[src/logic/vga_defines.svh]
`ifndef VGA_DEFINES_SVH
`define VGA_DEFINES_SVH

// ------------------------------------------------------------
// display timing, 640x480 at 60 Hz, 25 MHz pixel clock
// ------------------------------------------------------------

// horizontal, in pixels
`define H_VISIBLE 640
`define H_FRONT 16
`define H_SYNC 96
`define H_BACK 48

// vertical, in lines
`define V_VISIBLE 480
`define V_FRONT 10
`define V_SYNC 2
`define V_BACK 33

// one raster coordinate, wide enough for 0..799
`define COORD_W 10

// ------------------------------------------------------------
// sprites
// ------------------------------------------------------------

// digit window, left/top corner and size
`define DIGIT_X 300
`define DIGIT_Y 10
`define DIGIT_W 32
`define DIGIT_H 16

// bouncing square, edge length and start corner
`define BLOCK_SIZE 8
`define BLOCK_X0 100
`define BLOCK_Y0 200

// 3-bit colours as {r, g, b}
`define DIGIT_RGB 3'b101
`define BLOCK_RGB 3'b010

`endif

[src/logic/vga_pkg.sv]
`include "vga_defines.svh"

package vga_pkg;

   // ------------------------------------------------------------
   // raster position
   // ------------------------------------------------------------

   // current pixel, x is the column, y the line
   typedef struct packed {
      logic [`COORD_W-1:0] x;
      logic [`COORD_W-1:0] y;
   } raster_t;

   // ------------------------------------------------------------
   // raster control levels
   // ------------------------------------------------------------

   // syncs are active low
   typedef struct packed {
      logic hsync;
      logic vsync;
      logic video_on;
   } sync_t;

   // ------------------------------------------------------------
   // one picture source's pixel
   // ------------------------------------------------------------

   // rgb only meaningful when on is set
   typedef struct packed {
      logic       on;
      logic [2:0] rgb;
   } sprite_px_t;

endpackage

[src/logic/bounce_block.sv]
`include "vga_defines.svh"

module bounce_block import vga_pkg::*;
(
   input  logic       clk,
   input  logic       reset,
   input  raster_t    raster,
   input  logic       refresh_tick,
   output sprite_px_t px
);

   // one axis of motion, fwd means right or down
   typedef struct packed {
      logic                fwd;
      logic [`COORD_W-1:0] pos;
   } axis_t;

   localparam logic [`COORD_W-1:0] SIZE  = `BLOCK_SIZE;
   // highest left/top corner that keeps the square visible
   localparam logic [`COORD_W-1:0] X_MAX = `H_VISIBLE - `BLOCK_SIZE;
   localparam logic [`COORD_W-1:0] Y_MAX = `V_VISIBLE - `BLOCK_SIZE;

   axis_t bx;
   axis_t by;
   axis_t bx_next;
   axis_t by_next;
   logic  in_x;
   logic  in_y;

   // ------------------------------------------------------------
   // one step along an axis, reflecting at 0 and lim
   // ------------------------------------------------------------

   function automatic axis_t axis_step(input axis_t cur, input logic [`COORD_W-1:0] lim);
      axis_t nxt;
      nxt = cur;
      if (cur.fwd)
      begin
         // at the far edge, turn and step back
         if (cur.pos == lim)
         begin
            nxt.fwd = 1'b0;
            nxt.pos = cur.pos - 1'b1;
         end
         else
            nxt.pos = cur.pos + 1'b1;
      end
      else
      begin
         // at zero, turn and step forward
         if (cur.pos == '0)
         begin
            nxt.fwd = 1'b1;
            nxt.pos = cur.pos + 1'b1;
         end
         else
            nxt.pos = cur.pos - 1'b1;
      end
      return nxt;
   endfunction

   assign bx_next = axis_step(bx, X_MAX);
   assign by_next = axis_step(by, Y_MAX);

   // ------------------------------------------------------------
   // position registers, move once per frame
   // ------------------------------------------------------------

   always_ff @(posedge clk or posedge reset)
   begin
      if (reset)
      begin
         bx <= '{fwd: 1'b1, pos: `COORD_W'(`BLOCK_X0)};
         by <= '{fwd: 1'b1, pos: `COORD_W'(`BLOCK_Y0)};
      end
      else if (refresh_tick)
      begin
         bx <= bx_next;
         by <= by_next;
      end
   end

   // ------------------------------------------------------------
   // square test
   // ------------------------------------------------------------

   // corner plus size stays within 10 bits, at most 640
   assign in_x = (raster.x >= bx.pos) && (raster.x < bx.pos + SIZE);
   assign in_y = (raster.y >= by.pos) && (raster.y < by.pos + SIZE);

   assign px.on  = in_x && in_y;
   assign px.rgb = `BLOCK_RGB;

   // ------------------------------------------------------------
   // checks
   // ------------------------------------------------------------

   a_inside: assert property (@(posedge clk) disable iff (reset)
      (bx.pos <= X_MAX) && (by.pos <= Y_MAX))
      else $error("bounce_block: square left screen at %0d,%0d", bx.pos, by.pos);

endmodule

[src/logic/digit_sprite.sv]
`include "vga_defines.svh"

module digit_sprite import vga_pkg::*;
(
   input  raster_t    raster,
   output sprite_px_t px
);

   // window corners, inclusive
   localparam logic [`COORD_W-1:0] X_L = `DIGIT_X;
   localparam logic [`COORD_W-1:0] X_R = `DIGIT_X + `DIGIT_W - 1;
   localparam logic [`COORD_W-1:0] Y_T = `DIGIT_Y;
   localparam logic [`COORD_W-1:0] Y_B = `DIGIT_Y + `DIGIT_H - 1;

   logic                in_window;
   logic [`COORD_W-1:0] dx;
   logic [`COORD_W-1:0] dy;
   logic [3:0]          rom_addr;
   logic [4:0]          rom_col;
   logic [31:0]         rom_row;
   logic                rom_bit;

   // ------------------------------------------------------------
   // window test and rom addressing
   // ------------------------------------------------------------

   assign in_window = (raster.x >= X_L) && (raster.x <= X_R) &&
                      (raster.y >= Y_T) && (raster.y <= Y_B);

   // offsets into the window
   assign dx       = raster.x - X_L;
   assign dy       = raster.y - Y_T;
   assign rom_addr = dy[3:0];
   assign rom_col  = dx[4:0];

   // ------------------------------------------------------------
   // numeral four bitmap, 16 rows of 32
   // ------------------------------------------------------------

   always_comb
   begin
      case (rom_addr)
         4'h0:    rom_row = 32'b00000000000000011111000000000000;
         4'h1:    rom_row = 32'b00000000000000111011000000000000;
         4'h2:    rom_row = 32'b00000000000011100011000000000000;
         4'h3:    rom_row = 32'b00000000000111000011000000000000;
         4'h4:    rom_row = 32'b00000000011100000011000000000000;
         4'h5:    rom_row = 32'b00000000111000000011000000000000;
         4'h6:    rom_row = 32'b00000011100000000011000000000000;
         // crossbar, two lines thick
         4'h7:    rom_row = 32'b00000111111111111111111111000000;
         4'h8:    rom_row = 32'b00000111111111111111111111000000;
         // stem
         default: rom_row = 32'b00000000000000000011000000000000;
      endcase
   end

   // msb is the leftmost column, so the glyph shows as written above
   assign rom_bit = rom_row[5'd31 - rom_col];

   assign px.on  = in_window && rom_bit;
   assign px.rgb = `DIGIT_RGB;

endmodule

[src/logic/pixel_mixer.sv]
`include "vga_defines.svh"

module pixel_mixer import vga_pkg::*;
(
   input  logic       clk,
   input  logic       reset,
   input  raster_t    raster,
   input  sync_t      sync,
   input  sprite_px_t digit_px,
   input  sprite_px_t block_px,
   output logic [2:0] rgb,
   output logic       hsync,
   output logic       vsync,
   output logic       video_on,
   output raster_t    pos
);

   logic [2:0] rgb_c;
   logic [2:0] rgb_q;
   sync_t      sync_q;
   raster_t    pos_q;

   // ------------------------------------------------------------
   // priority, block over digit over black
   // ------------------------------------------------------------

   always_comb
   begin
      if (block_px.on)
         rgb_c = block_px.rgb;
      else if (digit_px.on)
         rgb_c = digit_px.rgb;
      else
         rgb_c = 3'b000;
      // nothing drawn in blanking
      if (!sync.video_on)
         rgb_c = 3'b000;
   end

   // ------------------------------------------------------------
   // output stage, colour kept in step with sync and position
   // ------------------------------------------------------------

   always_ff @(posedge clk or posedge reset)
   begin
      if (reset)
      begin
         rgb_q  <= 3'b000;
         sync_q <= '{hsync: 1'b1, vsync: 1'b1, video_on: 1'b0};
         pos_q  <= '0;
      end
      else
      begin
         rgb_q  <= rgb_c;
         sync_q <= sync;
         pos_q  <= raster;
      end
   end

   assign rgb      = rgb_q;
   assign hsync    = sync_q.hsync;
   assign vsync    = sync_q.vsync;
   assign video_on = sync_q.video_on;
   assign pos      = pos_q;

   // ------------------------------------------------------------
   // checks
   // ------------------------------------------------------------

   // lit output only at a visible registered position
   a_lit_visible: assert property (@(posedge clk) disable iff (reset)
      (rgb_q != 3'b000) |-> (pos_q.x < `H_VISIBLE) && (pos_q.y < `V_VISIBLE))
      else $error("pixel_mixer: colour at %0d,%0d", pos_q.x, pos_q.y);

endmodule

[src/logic/vga_sync.sv]
`include "vga_defines.svh"

module vga_sync import vga_pkg::*;
(
   input  logic    clk,
   input  logic    reset,
   output raster_t raster,
   output sync_t   sync,
   output logic    refresh_tick
);

   // full line and frame lengths
   localparam int H_TOTAL = `H_VISIBLE + `H_FRONT + `H_SYNC + `H_BACK;
   localparam int V_TOTAL = `V_VISIBLE + `V_FRONT + `V_SYNC + `V_BACK;

   // sync pulse windows, inclusive
   localparam int HS_START = `H_VISIBLE + `H_FRONT;
   localparam int HS_END   = HS_START + `H_SYNC - 1;
   localparam int VS_START = `V_VISIBLE + `V_FRONT;
   localparam int VS_END   = VS_START + `V_SYNC - 1;

   logic [`COORD_W-1:0] x_reg;
   logic [`COORD_W-1:0] y_reg;
   logic                x_end;
   logic                y_end;

   // ------------------------------------------------------------
   // counters
   // ------------------------------------------------------------

   // last pixel of a line, last line of a frame
   assign x_end = (x_reg == H_TOTAL - 1);
   assign y_end = (y_reg == V_TOTAL - 1);

   always_ff @(posedge clk or posedge reset)
   begin
      if (reset)
      begin
         x_reg <= '0;
         y_reg <= '0;
      end
      else
      begin
         // x every clk, wraps at 800
         if (x_end)
            x_reg <= '0;
         else
            x_reg <= x_reg + 1'b1;

         // y only on the line wrap
         if (x_end)
         begin
            if (y_end)
               y_reg <= '0;
            else
               y_reg <= y_reg + 1'b1;
         end
      end
   end

   // ------------------------------------------------------------
   // derived levels
   // ------------------------------------------------------------

   assign raster.x = x_reg;
   assign raster.y = y_reg;

   // pulses active low
   assign sync.hsync    = !((x_reg >= HS_START) && (x_reg <= HS_END));
   assign sync.vsync    = !((y_reg >= VS_START) && (y_reg <= VS_END));
   assign sync.video_on = (x_reg < `H_VISIBLE) && (y_reg < `V_VISIBLE);

   // one pulse per frame, at x 799 y 524
   assign refresh_tick = x_end && y_end;

   // ------------------------------------------------------------
   // checks
   // ------------------------------------------------------------

   a_x_range: assert property (@(posedge clk) disable iff (reset)
      x_reg < H_TOTAL)
      else $error("vga_sync: x reached %0d", x_reg);

   a_y_range: assert property (@(posedge clk) disable iff (reset)
      y_reg < V_TOTAL)
      else $error("vga_sync: y reached %0d", y_reg);

   // the frame pulse is a single cycle
   a_tick_single: assert property (@(posedge clk) disable iff (reset)
      refresh_tick |=> !refresh_tick)
      else $error("vga_sync: refresh tick high two cycles in a row");

endmodule

[src/logic/vga_top.sv]
module vga_top import vga_pkg::*;
(
   input  logic       clk,
   input  logic       reset,
   output logic [2:0] rgb,
   output logic       hsync,
   output logic       vsync,
   output logic       video_on,
   output raster_t    pos
);

   // raster and control from the sync generator
   raster_t    raster;
   sync_t      sync;
   logic       refresh_tick;

   // one pixel per picture source
   sprite_px_t digit_px;
   sprite_px_t block_px;

   // ------------------------------------------------------------
   // raster timing
   // ------------------------------------------------------------

   vga_sync i_vga_sync (
      .clk          (clk),
      .reset        (reset),
      .raster       (raster),
      .sync         (sync),
      .refresh_tick (refresh_tick)
   );

   // ------------------------------------------------------------
   // picture sources, both on the same raster position
   // ------------------------------------------------------------

   digit_sprite i_digit_sprite (
      .raster (raster),
      .px     (digit_px)
   );

   bounce_block i_bounce_block (
      .clk          (clk),
      .reset        (reset),
      .raster       (raster),
      .refresh_tick (refresh_tick),
      .px           (block_px)
   );

   // ------------------------------------------------------------
   // mix and register outputs
   // ------------------------------------------------------------

   pixel_mixer i_pixel_mixer (
      .clk      (clk),
      .reset    (reset),
      .raster   (raster),
      .sync     (sync),
      .digit_px (digit_px),
      .block_px (block_px),
      .rgb      (rgb),
      .hsync    (hsync),
      .vsync    (vsync),
      .video_on (video_on),
      .pos      (pos)
   );

endmodule

[config.mk]
export PLATFORM = sky130hd
export DESIGN_NAME = vga_top
export DESIGN_NICKNAME = d
export VERILOG_FILES = /design/src/logic/vga_pkg.sv /design/src/logic/bounce_block.sv /design/src/logic/digit_sprite.sv /design/src/logic/pixel_mixer.sv /design/src/logic/vga_sync.sv /design/src/logic/vga_top.sv
export VERILOG_INCLUDE_DIRS = /design/src /design/src/logic
export SDC_FILE = /design/constraint.sdc
export NUM_CORES = 1
export LEC_CHECK = 0
export ABC_AREA = 1
export BUFFER_PORTS_ARGS = -buffer_cell sky130_fd_sc_hd__buf_2
export CORE_ASPECT_RATIO = 1.75
export CORE_UTILIZATION = 34
export CTS_CLUSTER_SIZE = 25
export DETAILED_ROUTE_END_ITERATION = 10
export SLEW_MARGIN = 10
export SYNTH_ARGS = -nofsm -noshare
export SYNTH_HDL_FRONTEND = slang
export SYNTH_SLANG_ARGS = --single-unit
[constraint.sdc]
create_clock -name clk -period 4.3 [get_ports clk]
set_input_delay 0.43 -clock clk [delete_from_list [all_inputs] [get_ports clk]]
set_output_delay 0.43 -clock clk [all_outputs]
set_load 0.1 [all_outputs]
* Word-level counts from Yosys, hierarchy flattened
Memory sizes are Yosys's and may differ from the RTL's.
Cells that the tools add are included.
** Cells by class
- Shifts and indexed selects :: 0
- Bitwise gates (word level) :: 0
- Muxes and demuxes :: 17
- Add/sub/neg operators :: 11
- Equal/unequal tests :: 4
- Reduce and logical (&&, ||, !) cells :: 15
- Multipliers :: 0
- Magnitude comparators :: 15
- Divide/modulo/power cells :: 0
** Operator list (count)
- two-way mux 10 bit :: 6
- adder 10 x 1 -> 10 bit, second input constant :: 4
- == test 10 bit, second input constant :: 3
- two-way mux 11 bit :: 2
- adder 10 x 4 -> 10 bit, second input constant :: 2
- greater-or-equal comparator 10 bit :: 2
- greater-or-equal comparator 10 x 9 -> 1 bit, second input constant :: 2
- <= comparator 10 x 9 -> 1 bit, second input constant :: 2
- logical NOT 10 bit :: 2
- less-than comparator 10 bit :: 2
- subtractor 10 x 1 -> 10 bit, second input constant :: 2
- logical AND 1 bit :: 11
- == test 10 x 9 -> 1 bit, second input constant :: 1
- greater-or-equal comparator 10 bit, second input constant :: 1
- greater-or-equal comparator 10 x 4 -> 1 bit, second input constant :: 1
- <= comparator 10 bit, second input constant :: 1
- <= comparator 10 x 5 -> 1 bit, second input constant :: 1
- less-than comparator 10 bit, second input constant :: 1
- less-than comparator 10 x 9 -> 1 bit, second input constant :: 1
- two-way mux 3 bit :: 3
- less-than comparator 5 x 6 -> 1 bit, second input constant :: 1
- binary-select mux 1 bit (select 5 bit) :: 1
- two-way mux 1 bit :: 5
- subtractor 5 x 4 -> 5 bit, second input constant :: 1
- 3 further kinds :: 4
** Word-level totals
- Word-level logic and storage cells :: 75
- Register bits :: 68
- Bits in latches :: 0
- Memory bits (writable) :: 0
- Input port bits :: 2
- ROM bits :: 304
- Memories kept :: 1
- Output and inout bits :: 26
** Memory list
- (no name shown) :: depth 16, bits a word 19, read ports 1, clocked after Yosys merged registers in 0, wr ports 0, RTL line digit_sprite.sv:42 : case (rom_addr)

* Logic depth before layout (Yosys ltp)
Gate-level depths: netlist of the first run.
- Depth after elaboration :: 8
- Gate-level depth with buffers :: 15
- Mapped depth without buffers :: 15

* Modules after synthesis
From an unflattened synthesis of the first run, not the netlist that was laid out.
** Unflattened totals
- Cells, all modules :: 729
- Area, all modules :: 5401.4 um^2
** Modules (own cells, without submodules)
- bounce_block :: cells an instance 431, instances 1, area each 2905.3 um^2, sequential area each 560.5 um^2
- vga_sync :: cells an instance 160, instances 1, area each 1238.7 um^2, sequential area each 500.5 um^2
- pixel_mixer :: cells an instance 38, instances 1, area each 705.7 um^2, sequential area each 653.1 um^2
- digit_sprite :: cells an instance 100, instances 1, area each 551.8 um^2, sequential area each 0.0 um^2

* Worst setup path before layout of the first run
OpenSTA, ideal clock, no wires.
- Path type :: reg-to-reg
- Start point :: register i_bounce_block.by[3] (netlist bit)
- End point :: register i_pixel_mixer.rgb_q[0], in the netlist i_pixel_mixer.rgb[0]
- Data required time :: 4183 ps
- Clock period less this slack :: 2140 ps
- Stages on the path, launching flop included :: 14
- Data arrival time :: 2023 ps
- Slack :: 2160 ps
- Library setup time :: 117 ps
- Buffers on the path :: 0
- Path through :: dfstp_2 > ha_1 > nand2_1 > nor3_1 > xor2_1 > ha_1 > nand4_1 > inv_1 > nand2_1 > nand3_1 > nor2_1 > nand2_1 > nor2_1 > nor2_1
** On the way
- Cells in the longest elaborated chain, start to end :: 6
- Elaborated cells on any way between the ends :: 7
- Classes of those cells :: add/sub: 1; order compare: 2; mux: 2; reduce/logical: 2
** RTL lines
- from (decl) :: RTL line bounce_block.sv:24 : axis_t by;
- from (signal assigned) :: RTL line bounce_block.sv:74 : by <= '{fwd: 1'b1, pos: `COORD_W'(`BLOCK_Y0)};
- from (signal assigned) :: RTL line bounce_block.sv:79 : by <= by_next;
- adder 10 x 4 -> 10 bit :: RTL line bounce_block.sv:89 : assign in_y = (raster.y >= by.pos) && (raster.y < by.pos + SIZE);
- less-than comparator 10 bit :: RTL line bounce_block.sv:89
- logical AND 1 bit (*) :: RTL line bounce_block.sv:89
- logical AND 1 bit (*) :: RTL line bounce_block.sv:91 : assign px.on = in_x && in_y;
- two-way mux 3 bit (*) :: RTL line pixel_mixer.sv:29 : if (block_px.on)
- two-way mux 3 bit (*) :: RTL line pixel_mixer.sv:36 : if (!sync.video_on)
- named net i_pixel_mixer.rgb_c[0] :: RTL line pixel_mixer.sv:18 : logic [2:0] rgb_c;
- to (signal assigned) :: RTL line pixel_mixer.sv:54 : rgb_q <= rgb_c;
- to (decl) :: RTL line pixel_mixer.sv:19 : logic [2:0] rgb_q;
Mark *: on every way through the listed nets, which the timed path passes. The rest lies on a longest branch.
A chain may end at the register's enable or synchronous reset.

* Worst setup path in the final report of the first run
- Start point :: register i_bounce_block.by[3] (netlist bit)
- End point :: register i_pixel_mixer.rgb_q[1], in the netlist i_pixel_mixer.rgb[1]
Same word-level chain as after synthesis.

==> impl_metrics.ini, run 1 <==
[status]
outcome = finished clean

[grt]
grtUsageTotal_pct = 19.05
grt_max_degree = 48
grt_pass1_vias = 4379
busiest_layer = met2
grt_overflow = 0
grtUsageMet2_pct = 35.54
grtUsageMet1_pct = 20.08
globalRouteMet3Util_pct = 3.166
grt_antenna_before_repair = 0
grt_pass1_wl_mm = 22.00

[sta]
drv_slew = 0
fin_crit_ns = 2.425
skew_ns = 0.008186
finalHoldViolations = 0
setup_viol = 0
fin_tns_setup_ns = 0
fmax_mhz = 412.4
finalCritPeriodShare_pct = 56.39
worstMarginPinSlew_ns = 1.021
max_slew_margin_pct = 31.87
rsz0062_at_grt = no

[critical_path]
path_max_fanout = 8
arrival_ns = 2.68
rr_worst_depth = 11
reg2reg_setup_slack_ns = 1.88
worst_setup_path_end_kind = flop
r2r_start = i_bounce_block.by[3]$_DFFE_PP1P_
cp-startpoint = i_bounce_block.by[3]$_DFFE_PP1P_
crit_type = flop to flop
r2r-end = i_pixel_mixer.rgb[1]$_DFF_PP0_
crit_path_start_kind = flop
crit_required_ns = 4.55

[detailed_routing]
first_iter_violations = 274
drt_pass1_iterations = 5
dr_total_vias = 4301
routed_wirelength_mm = 13.47
route.detailed.drc = 0
wl_per_cell_um = 15.51
antenna_left = 0
viasPerCell = 4.955

[cts]
cts_hold_buf = 0
cts_inserted_buffers = 9
cts_root_buf = clkbuf_16
ctsLongestPathBuffers = 2
htree_levels = 3
clk_latency_ns = 0.34
clk_pin_slew_ns = 0.06
cts_setup_buffers = 0
cts_sinks = 67
cts_tree = built
cts_resized = 0

[yosys]
yosysWarnings = 0
syn_area_um2 = 5070
synth_seq_cells = 67
ys.flop_type = dfrtp_1
ys_seq_area_share_pct = 33.32
synth-edff-count = 0
synthCells = 651
synthArstFlopShare_pct = 100.0
synth.distinct_cells = 46
synth_nets = 709
syn_avg_cell_area_um2 = 7.788

[placement]
gp_congestion = 0.9189
dpl_cell_area_um2 = 5373
dpl.cell_count = 852
io_buffers = 27
dp_hpwl_mm = 10.32

[layout]
final_common_cell = nand2_1
largestRegisters = i_pixel_mixer.pos: 20 flops, i_bounce_block.bx: 11 flops, i_bounce_block.by: 11 flops
final_cell_area_um2 = 5722
final_cell_count_no_fill = 868
syn_to_final_growth_pct = 12.86
fin_nets = 741
diodes = 0
layout-drive-gt1-share_pct = 14.24
regMostFlops = i_pixel_mixer.pos
final_cell_mix = 159 x nand2_1, 69 x inv_1, 57 x dfrtp_1
largest_reg_flops = 20

[floorplan]
io_pins = 28
initial_core_util_pct = 35.11
die_y_um = 163.5
die_area_um2 = 15420
core_area_um2 = 14440
row_count = 58
die-width_um = 94.31

[power]
power_uw = 1521
ir_drop_v = 0.0001883
power_density_nw_per_um2 = 265.9
cellLeakagePower_uw = 0.002927

[flow_run]
maxCapViolCount = 0

[min_path]
hold_class = primary input to asynchronous set/reset pin
[cell families (layout without fill, tap and decap cells)]
logic type                 Yosys count  count (layout)  share of synthesized area, %
AOI/OAI and AO/OA                   86              86                         10.24
xor gates and xnor gates            37              37                         6.392
adders and majority gates           56              56                         13.82
buffers and inverters               95             132                         8.243
DFF                                 67              67                         33.32
and+or+nand+nor                    310             310                         27.99
[layout make-up]
| class | instances | area, um^2 |
|---|---|---|
| Multi-Input combinational cell | 489 | 2963 |
| Tap cell | 180 | 225.2 |
| Inverter | 88 | 352.8 |
| Timing Repair Buffer | 28 | 142.6 |
| Fill cell | 1470 | 8720 |
| Sequential cell | 67 | 1689 |
| Clock buffer | 9 | 225.2 |
| Clock inverter | 7 | 123.9 |
[critical path, stage by stage, from the launching register on]
cell	delay, ns
dfstp_2	0.62
ha_1	0.23
nand2_1	0.08
nor2_1	0.13
xor2_1	0.27
ha_1	0.30
a21oi_1	0.13
nand3b_1	0.12
nand3_1	0.07
nor2_1	0.09
nand2_1	0.08
nor3_1	0.22
[cells in the mapped netlist (11+ instances only)]
library cell | number | area, um^2
inv_2 | 12 | 45.04
nand4_1 | 11 | 68.82
nor2_1 | 55 | 206.5
o21ai_0 | 26 | 130.1
dfrtp_1 | 57 | 1426
ha_1 | 56 | 700.7
a21oi_1 | 31 | 155.2
nor3_1 | 14 | 70.07
xor2_1 | 35 | 306.5
inv_1 | 70 | 262.8
nand3_1 | 45 | 225.2
nand2_1 | 159 | 596.8
[per-layer routing]
layer	part of all wire, %	vias to the layer above
li1	-	2199
met2	56	82
met4	2.8	0
met3	2.8	30
met5	0	-
met1	39	1990
[power breakdown]
group	switching, uW	internal, uW
sequential	0	631
combinational	12.4	0.987
clock	306	570
total	319	1200
[how the worst max path moves through the flow]
stage | cells after the start | slack [ns] | endpoint
2_1_floorplan | 13 | 2.16 | i_pixel_mixer.rgb[0]$_DFF_PP0_
3_3_place_gp | 12 | 1.93 | i_pixel_mixer.rgb[0]$_DFF_PP0_
3_5_place_dp | 11 | 1.86 | i_pixel_mixer.rgb[1]$_DFF_PP0_
4_1_cts | 11 | 1.85 | i_pixel_mixer.rgb[1]$_DFF_PP0_
5_1_grt | 10 | 1.60 | i_vga_sync.y_reg[3]$_DFFE_PP0N_
6_report | 11 | 1.88 | i_pixel_mixer.rgb[1]$_DFF_PP0_
[stage by stage]
stage | hold slack [ns] | setup WS [ns] | util [%]
floorplan | 0.3749 | 2.160 | -
global placement | 0.4951 | 1.927 | 37.20
detailed placement | 0.5025 | 1.865 | 37.20
CTS | 0.3880 | 1.851 | 39.62
global route | 0.4419 | 1.604 | 39.62
finish | 0.3340 | 1.875 | 39.62
Note: power is estimated with default switching activity, not from simulation.
==> run 2: changes to the inputs <==
clock period = 2.1 ns   (was 4.3 ns; I/O delays follow)
==> run 2 against run 1 <==
- the flow now finishes with violations (setup timing)
- global-route usage hardly changed
- critical endpoint is now i_pixel_mixer.rgb[0]$_DFF_PP0_
- total power is 97% higher
- critical path depth is 1 higher
==> impl_metrics.ini, run 2 (synthesized netlist as in run 1, its figures left out) <==
[status]
outcome = finished with violations
violations = setup timing

[layout]
final_cell_count_no_fill = 918
diodes = 0
layout-drive-gt1-share_pct = 20.87
final_common_cell = nand2_1
final_cell_mix = 157 x nand2_1, 69 x inv_1, 57 x dfrtp_1
largestRegisters = i_pixel_mixer.pos: 20 flops, i_bounce_block.bx: 11 flops, i_bounce_block.by: 11 flops
regMostFlops = i_pixel_mixer.pos
final_util_pct = 42.50
fin_nets = 791
syn_to_final_growth_pct = 21.05
largest_reg_flops = 20

[power]
cellLeakagePower_uw = 0.003192
p_clk_share_pct = 55.8
pwr-share-comb_pct = 1.0
swShare_pct = 21.90
seqPwrFrac_pct = 43.1
power_density_nw_per_um2 = 488.1
p_sw_uw = 656.1
power.internal_uw = 2340
ir_drop_v = 0.0003829

[detailed_routing]
wl_per_cell_um = 14.86
antenna_left = 0
viasPerCell = 4.912
first_iter_violations = 150
drt_pass1_iterations = 4
routed_wirelength_mm = 13.64
route.detailed.drc = 0
dr_total_vias = 4509

[placement]
io_buffers = 27
dp_hpwl_mm = 10.66
gp_congestion = 0.9141
dpl.cell_count = 897
place_ws_ns = -0.07586

[cts]
cts_sinks = 67
cts_root_buf = clkbuf_16
clk_pin_slew_ns = 0.06
htree_levels = 3
cts_inserted_buffers = 9
clk_latency_ns = 0.34
cts_tree = built
ctsLongestPathBuffers = 2

[critical_path]
crit_required_ns = 2.33
crit_path_start_kind = flop
crit_type = flop to flop
critPathSlowestCell = dfstp_2
critPathMaxStageDelay_ns = 0.56
crit_chain = ha_4 -> nand2_4 -> nor2_4 -> xor2_1 -> ha_1 -> a21oi_2 -> nand3b_1 -> nand3_1 -> nor2_1 -> nand2_1 -> nor2_1 -> nor2_1
cp_common_cell = nor2_1
path_max_fanout = 2
arrival_ns = 2.38
worst_setup_path_end_kind = flop

[grt]
grt_pass1_wl_mm = 22.36
grt_antenna_before_repair = 0
grtUsageTotal_pct = 19.06
grt_overflow = 0
grt_max_degree = 41
grt_pass1_vias = 4636

[min_path]
hold_class = primary input to asynchronous set/reset pin

[sta]
setup_slack_ns = -0.05039
finalHoldViolations = 0
drv_slew = 0
setup_viol = 2
skew_ns = 0.008375
worstMarginPinSlew_ns = 0.5621
fin_crit_ns = 2.150
max_slew_margin_pct = 62.53
fmax_mhz = 465.0
rsz0062_at_grt = yes
finalCritPeriodShare_pct = 102.4

[floorplan]
die_area_um2 = 15420
core_area_um2 = 14440
initial_core_util_pct = 35.11
die-width_um = 94.31
die_y_um = 163.5
row_count = 58
io_pins = 28

[flow_run]
maxCapViolCount = 0
==> run 2: power groups by stage <==
stage | registers, uW | clock network, uW | logic [uW]
final | 1290 | 1670 | 31.1
after CTS | 1290 | 1710 | 34.2
after detailed placement | 1310 | 0 | 32.9
after floorplan | 1310 | 0 | 18.6
after global routing | 1290 | 1750 | 38.3
after global placement | 1310 | 0 | 32.0
==> run 2: routing by layer <==
| metal | part of all wire, % | global-route usage (%) | wire length [um] |
|---|---|---|---|
| met5 | 0 | 0 | 0 |
| met4 | 4.2 | 10.21 | 577 |
| met3 | 2.3 | 3.399 | 309 |
| met2 | 55 | 35.74 | 7519 |
| met1 | 38 | 19.38 | 5231 |
==> run 2: critical path, delay by kind of cell (launching register included) <==
family                   cells  cell delay (ns)
AO/OA/AOI/OAI                1             0.12
AND/OR/NAND/NOR              8             0.71
flip-flops                   1             0.56
XOR/XNOR                     1             0.21
adder cells (fa/ha/maj)      2             0.44
==> run 2: what timing repair did <==
action,4_1_cts,5_1_grt
pin swaps,7,9
buffers inserted,1,3
endpoints found under the setup margin,2,4
hold buffers,1,0
gates cloned,0,0
endpoints found under the hold margin,25,0
resized for setup,5,8
==> run 2: per-stage QoR <==
step                      hold WS (ns)  power, uW   TNS (ns)  instance area (um^2)
final                           0.4773       2996   -0.06769                  6137
after CTS                       0.4822       3034   -0.06362                  6086
after global routing            0.4836       3078    -0.3817                  6137
after global placement          0.2940       1347  -0.005595                  5728
after detailed placement        0.3039       1348    -0.1138                  5728
after floorplan                 0.3749       1333          0                  5075
==> run 2: final timing paths <==
kind                       cells past startpoint                                to  slack [ns]                        startpoint
max                                           12    i_pixel_mixer.rgb[0]$_DFF_PP0_       -0.05  i_bounce_block.by[3]$_DFFE_PP1P_
min                                            4     i_vga_sync.x_reg[5]$_DFF_PP0_        0.48                             reset
max reg2reg                                   12    i_pixel_mixer.rgb[0]$_DFF_PP0_       -0.05  i_bounce_block.by[3]$_DFFE_PP1P_
min reg2reg                                    0    i_pixel_mixer.pos[5]$_DFF_PP0_        0.48   i_vga_sync.y_reg[5]$_DFFE_PP0N_
max in group asynchronous                      4  i_bounce_block.by[7]$_DFFE_PP1P_        1.14                             reset
min in group clk                               0    i_pixel_mixer.pos[5]$_DFF_PP0_        0.48   i_vga_sync.y_reg[5]$_DFFE_PP0N_
==> run 2: layout make-up <==
type / instances / area, um^2
clock buffer: 10 / 229.0
tap: 180 / 225.2
timing repair buffer: 78 / 536.8
multi-input combinational: 489 / 3015
clock inverter: 6 / 88.84
fill: 1448 / 8304
inverter: 88 / 352.8
sequential: 67 / 1689
==> run 3: changes to the inputs <==
MAX_ROUTING_LAYER = met4   (was not set)
==> run 3 against run 2 <==
- the run still ends with setup timing left
- register-to-register slack barely moved
- clock skew fell by 0.0033 ns
- core utilization rose by 0.68 points
- combinational power barely moved
- sequential cell count did not move
- worst setup slack improved by 0.012 ns
- final cell count rose by 0.33%
- largest cell class unchanged
- highest routed layer unchanged
==> impl_metrics.ini, run 3 (synthesized netlist as in run 1, its figures left out) <==
[floorplan]
io_pins = 28
die_area_um2 = 15420
die-width_um = 94.31
die_y_um = 163.5
initial_core_util_pct = 35.11
core_area_um2 = 14440
row_count = 58

[critical_path]
crit_required_ns = 2.33
worst_setup_path_end_kind = flop
arrival_ns = 2.37
crit_path_start_kind = flop
critPathSlowestCell = dfstp_2
critPathMaxStageDelay_ns = 0.56
crit_type = flop to flop
reg2reg_setup_slack_ns = -0.04
path_max_fanout = 2
cp_common_cell = nor2_1
cp_top_family = simple AND/OR/NAND/NOR gates
crit_chain = ha_4 -> nand2_4 -> nor2_4 -> xor2_2 -> ha_1 -> a21oi_2 -> nand3b_1 -> nand3_1 -> nor2_1 -> nand2_1 -> nor2_1 -> nor2_1
cp_num_buf_inv = 0

[cts]
htree_levels = 3
cts_sinks = 67
cts_inserted_buffers = 9
clk_latency_ns = 0.34
cts_root_buf = clkbuf_16
cts_tree = built
clk_pin_slew_ns = 0.06
ctsLongestPathBuffers = 2

[layout]
final_cell_mix = 153 x nand2_1, 69 x inv_1, 57 x dfrtp_1
layout-drive-gt1-share_pct = 22.94
diodes = 0
fin_nets = 794
syn_to_final_growth_pct = 22.98
largest_reg_flops = 20
largestRegisters = i_pixel_mixer.pos: 20 flops, i_bounce_block.bx: 11 flops, i_bounce_block.by: 11 flops
regMostFlops = i_pixel_mixer.pos
final_common_cell = nand2_1
n_fill_cell = 1453
final_util_pct = 43.17

[detailed_routing]
wl_per_cell_um = 15.19
met3_length_um = 362
dr_total_vias = 4589
route.detailed.drc = 0
wl_met2_mm = 7.872
met1_length_mm = 5.195
drt_pass1_iterations = 5
antenna_left = 0
viasPerCell = 4.983
routed_wirelength_mm = 13.99
topRoutingLayerUsed = met4
first_iter_violations = 194

[grt]
grtUsageTotal_pct = 19.83
grt_antenna_before_repair = 0
grt_max_degree = 41
grt_pass1_wl_mm = 22.47
grt_overflow = 0
grt_pass1_vias = 4579

[status]
outcome = finished with violations
violations = setup timing

[power]
pwr-share-comb_pct = 1.0
swShare_pct = 21.37
cellLeakagePower_uw = 0.003254
p_clk_share_pct = 55.5
power.internal_uw = 2339
p_sw_uw = 635.8
ir_drop_v = 0.0002925
power_uw = 2975
seqPwrFrac_pct = 43.4
power_density_nw_per_um2 = 477.1

[sta]
drv_slew = 0
whs_ns = 0.4787
rsz0062_at_grt = yes
fin_tns_setup_ns = -0.03832
setup_viol = 1
max_slew_margin_pct = 63.11
fin_crit_ns = 2.138
worstMarginPinSlew_ns = 0.5534
fmax_mhz = 467.7
finalCritPeriodShare_pct = 101.8
skew_ns = 0.005053
setup_slack_ns = -0.03832
finalHoldViolations = 0

[min_path]
hold_class = primary input to asynchronous set/reset pin

[placement]
place_ws_ns = -0.03001
gp_congestion = 0.9368
io_buffers = 27
dp_hpwl_mm = 10.86

[flow_run]
maxCapViolCount = 0
run 3: cell type report:
type / instances / area [um^2] / area share (%)
clock buffers: 10 / 229.0 / 3.672
clock inverters: 6 / 90.09 / 1.445
inverters: 88 / 352.8 / 5.659
multi-input cells: 489 / 3085 / 49.49
flip-flops and latches: 67 / 1689 / 27.09
well taps: 180 / 225.2 / 3.612
repair buffers: 81 / 563.0 / 9.031
run 3: per-stage QoR:
stage | cells | area, um^2
finish | 921 | 6235
global route | 921 | 6235
CTS | 919 | 6145
detailed placement | 899 | 5743
global placement | 899 | 5743
floorplan | 651 | 5075
run 3: per-layer routing:
| layer | vias up | global-route usage, % |
|---|---|---|
| li1 | 2302 | - |
| met1 | 2152 | 19.36 |
| met2 | 97 | 37.35 |
| met3 | 38 | 2.654 |
| met4 | 0 | 9.580 |
| met5 | - | - |
run 3: power by group through the flow:
stage	Combinational [uW]	Clock (uW)	Sequential (uW)
4_1_cts	33.6	1680	1290
6_report	30.9	1650	1290
2_1_floorplan	18.6	0	1310
5_1_grt	37.1	1740	1290
3_5_place_dp	32.5	0	1310
3_3_place_gp	32.0	0	1310
run 3: repair_timing:
action,4_1_cts,5_1_grt
endpoints found under the hold margin,25,0
resized for setup,10,22
pin swaps,10,11
setup endpoints to repair,2,4
hold buffers,1,0
setup buffers,3,2
run 3: path summary, 6_finish.rpt:
| check | startpoint | endpoint | cells after the start |
|---|---|---|---|
| setup / recovery | i_bounce_block.by[3]$_DFFE_PP1P_ | i_pixel_mixer.rgb[0]$_DFF_PP0_ | 12 |
| hold / removal | reset | i_vga_sync.x_reg[8]$_DFF_PP0_ | 4 |
| setup reg to reg | i_bounce_block.by[3]$_DFFE_PP1P_ | i_pixel_mixer.rgb[0]$_DFF_PP0_ | 12 |
| hold reg to reg | i_vga_sync.y_reg[7]$_DFFE_PP0N_ | i_pixel_mixer.pos[7]$_DFF_PP0_ | 0 |
| max in group asynchronous | reset | i_bounce_block.bx[10]$_DFFE_PP1P_ | 4 |
| min in group clk | i_vga_sync.y_reg[7]$_DFFE_PP0N_ | i_pixel_mixer.pos[7]$_DFF_PP0_ | 0 |
run 3: worst min-delay path: stages:
cell and delay (ns):
dlygate4sd3_1 0.53, buf_2 0.12, inv_2 0.04, buf_4 0.31
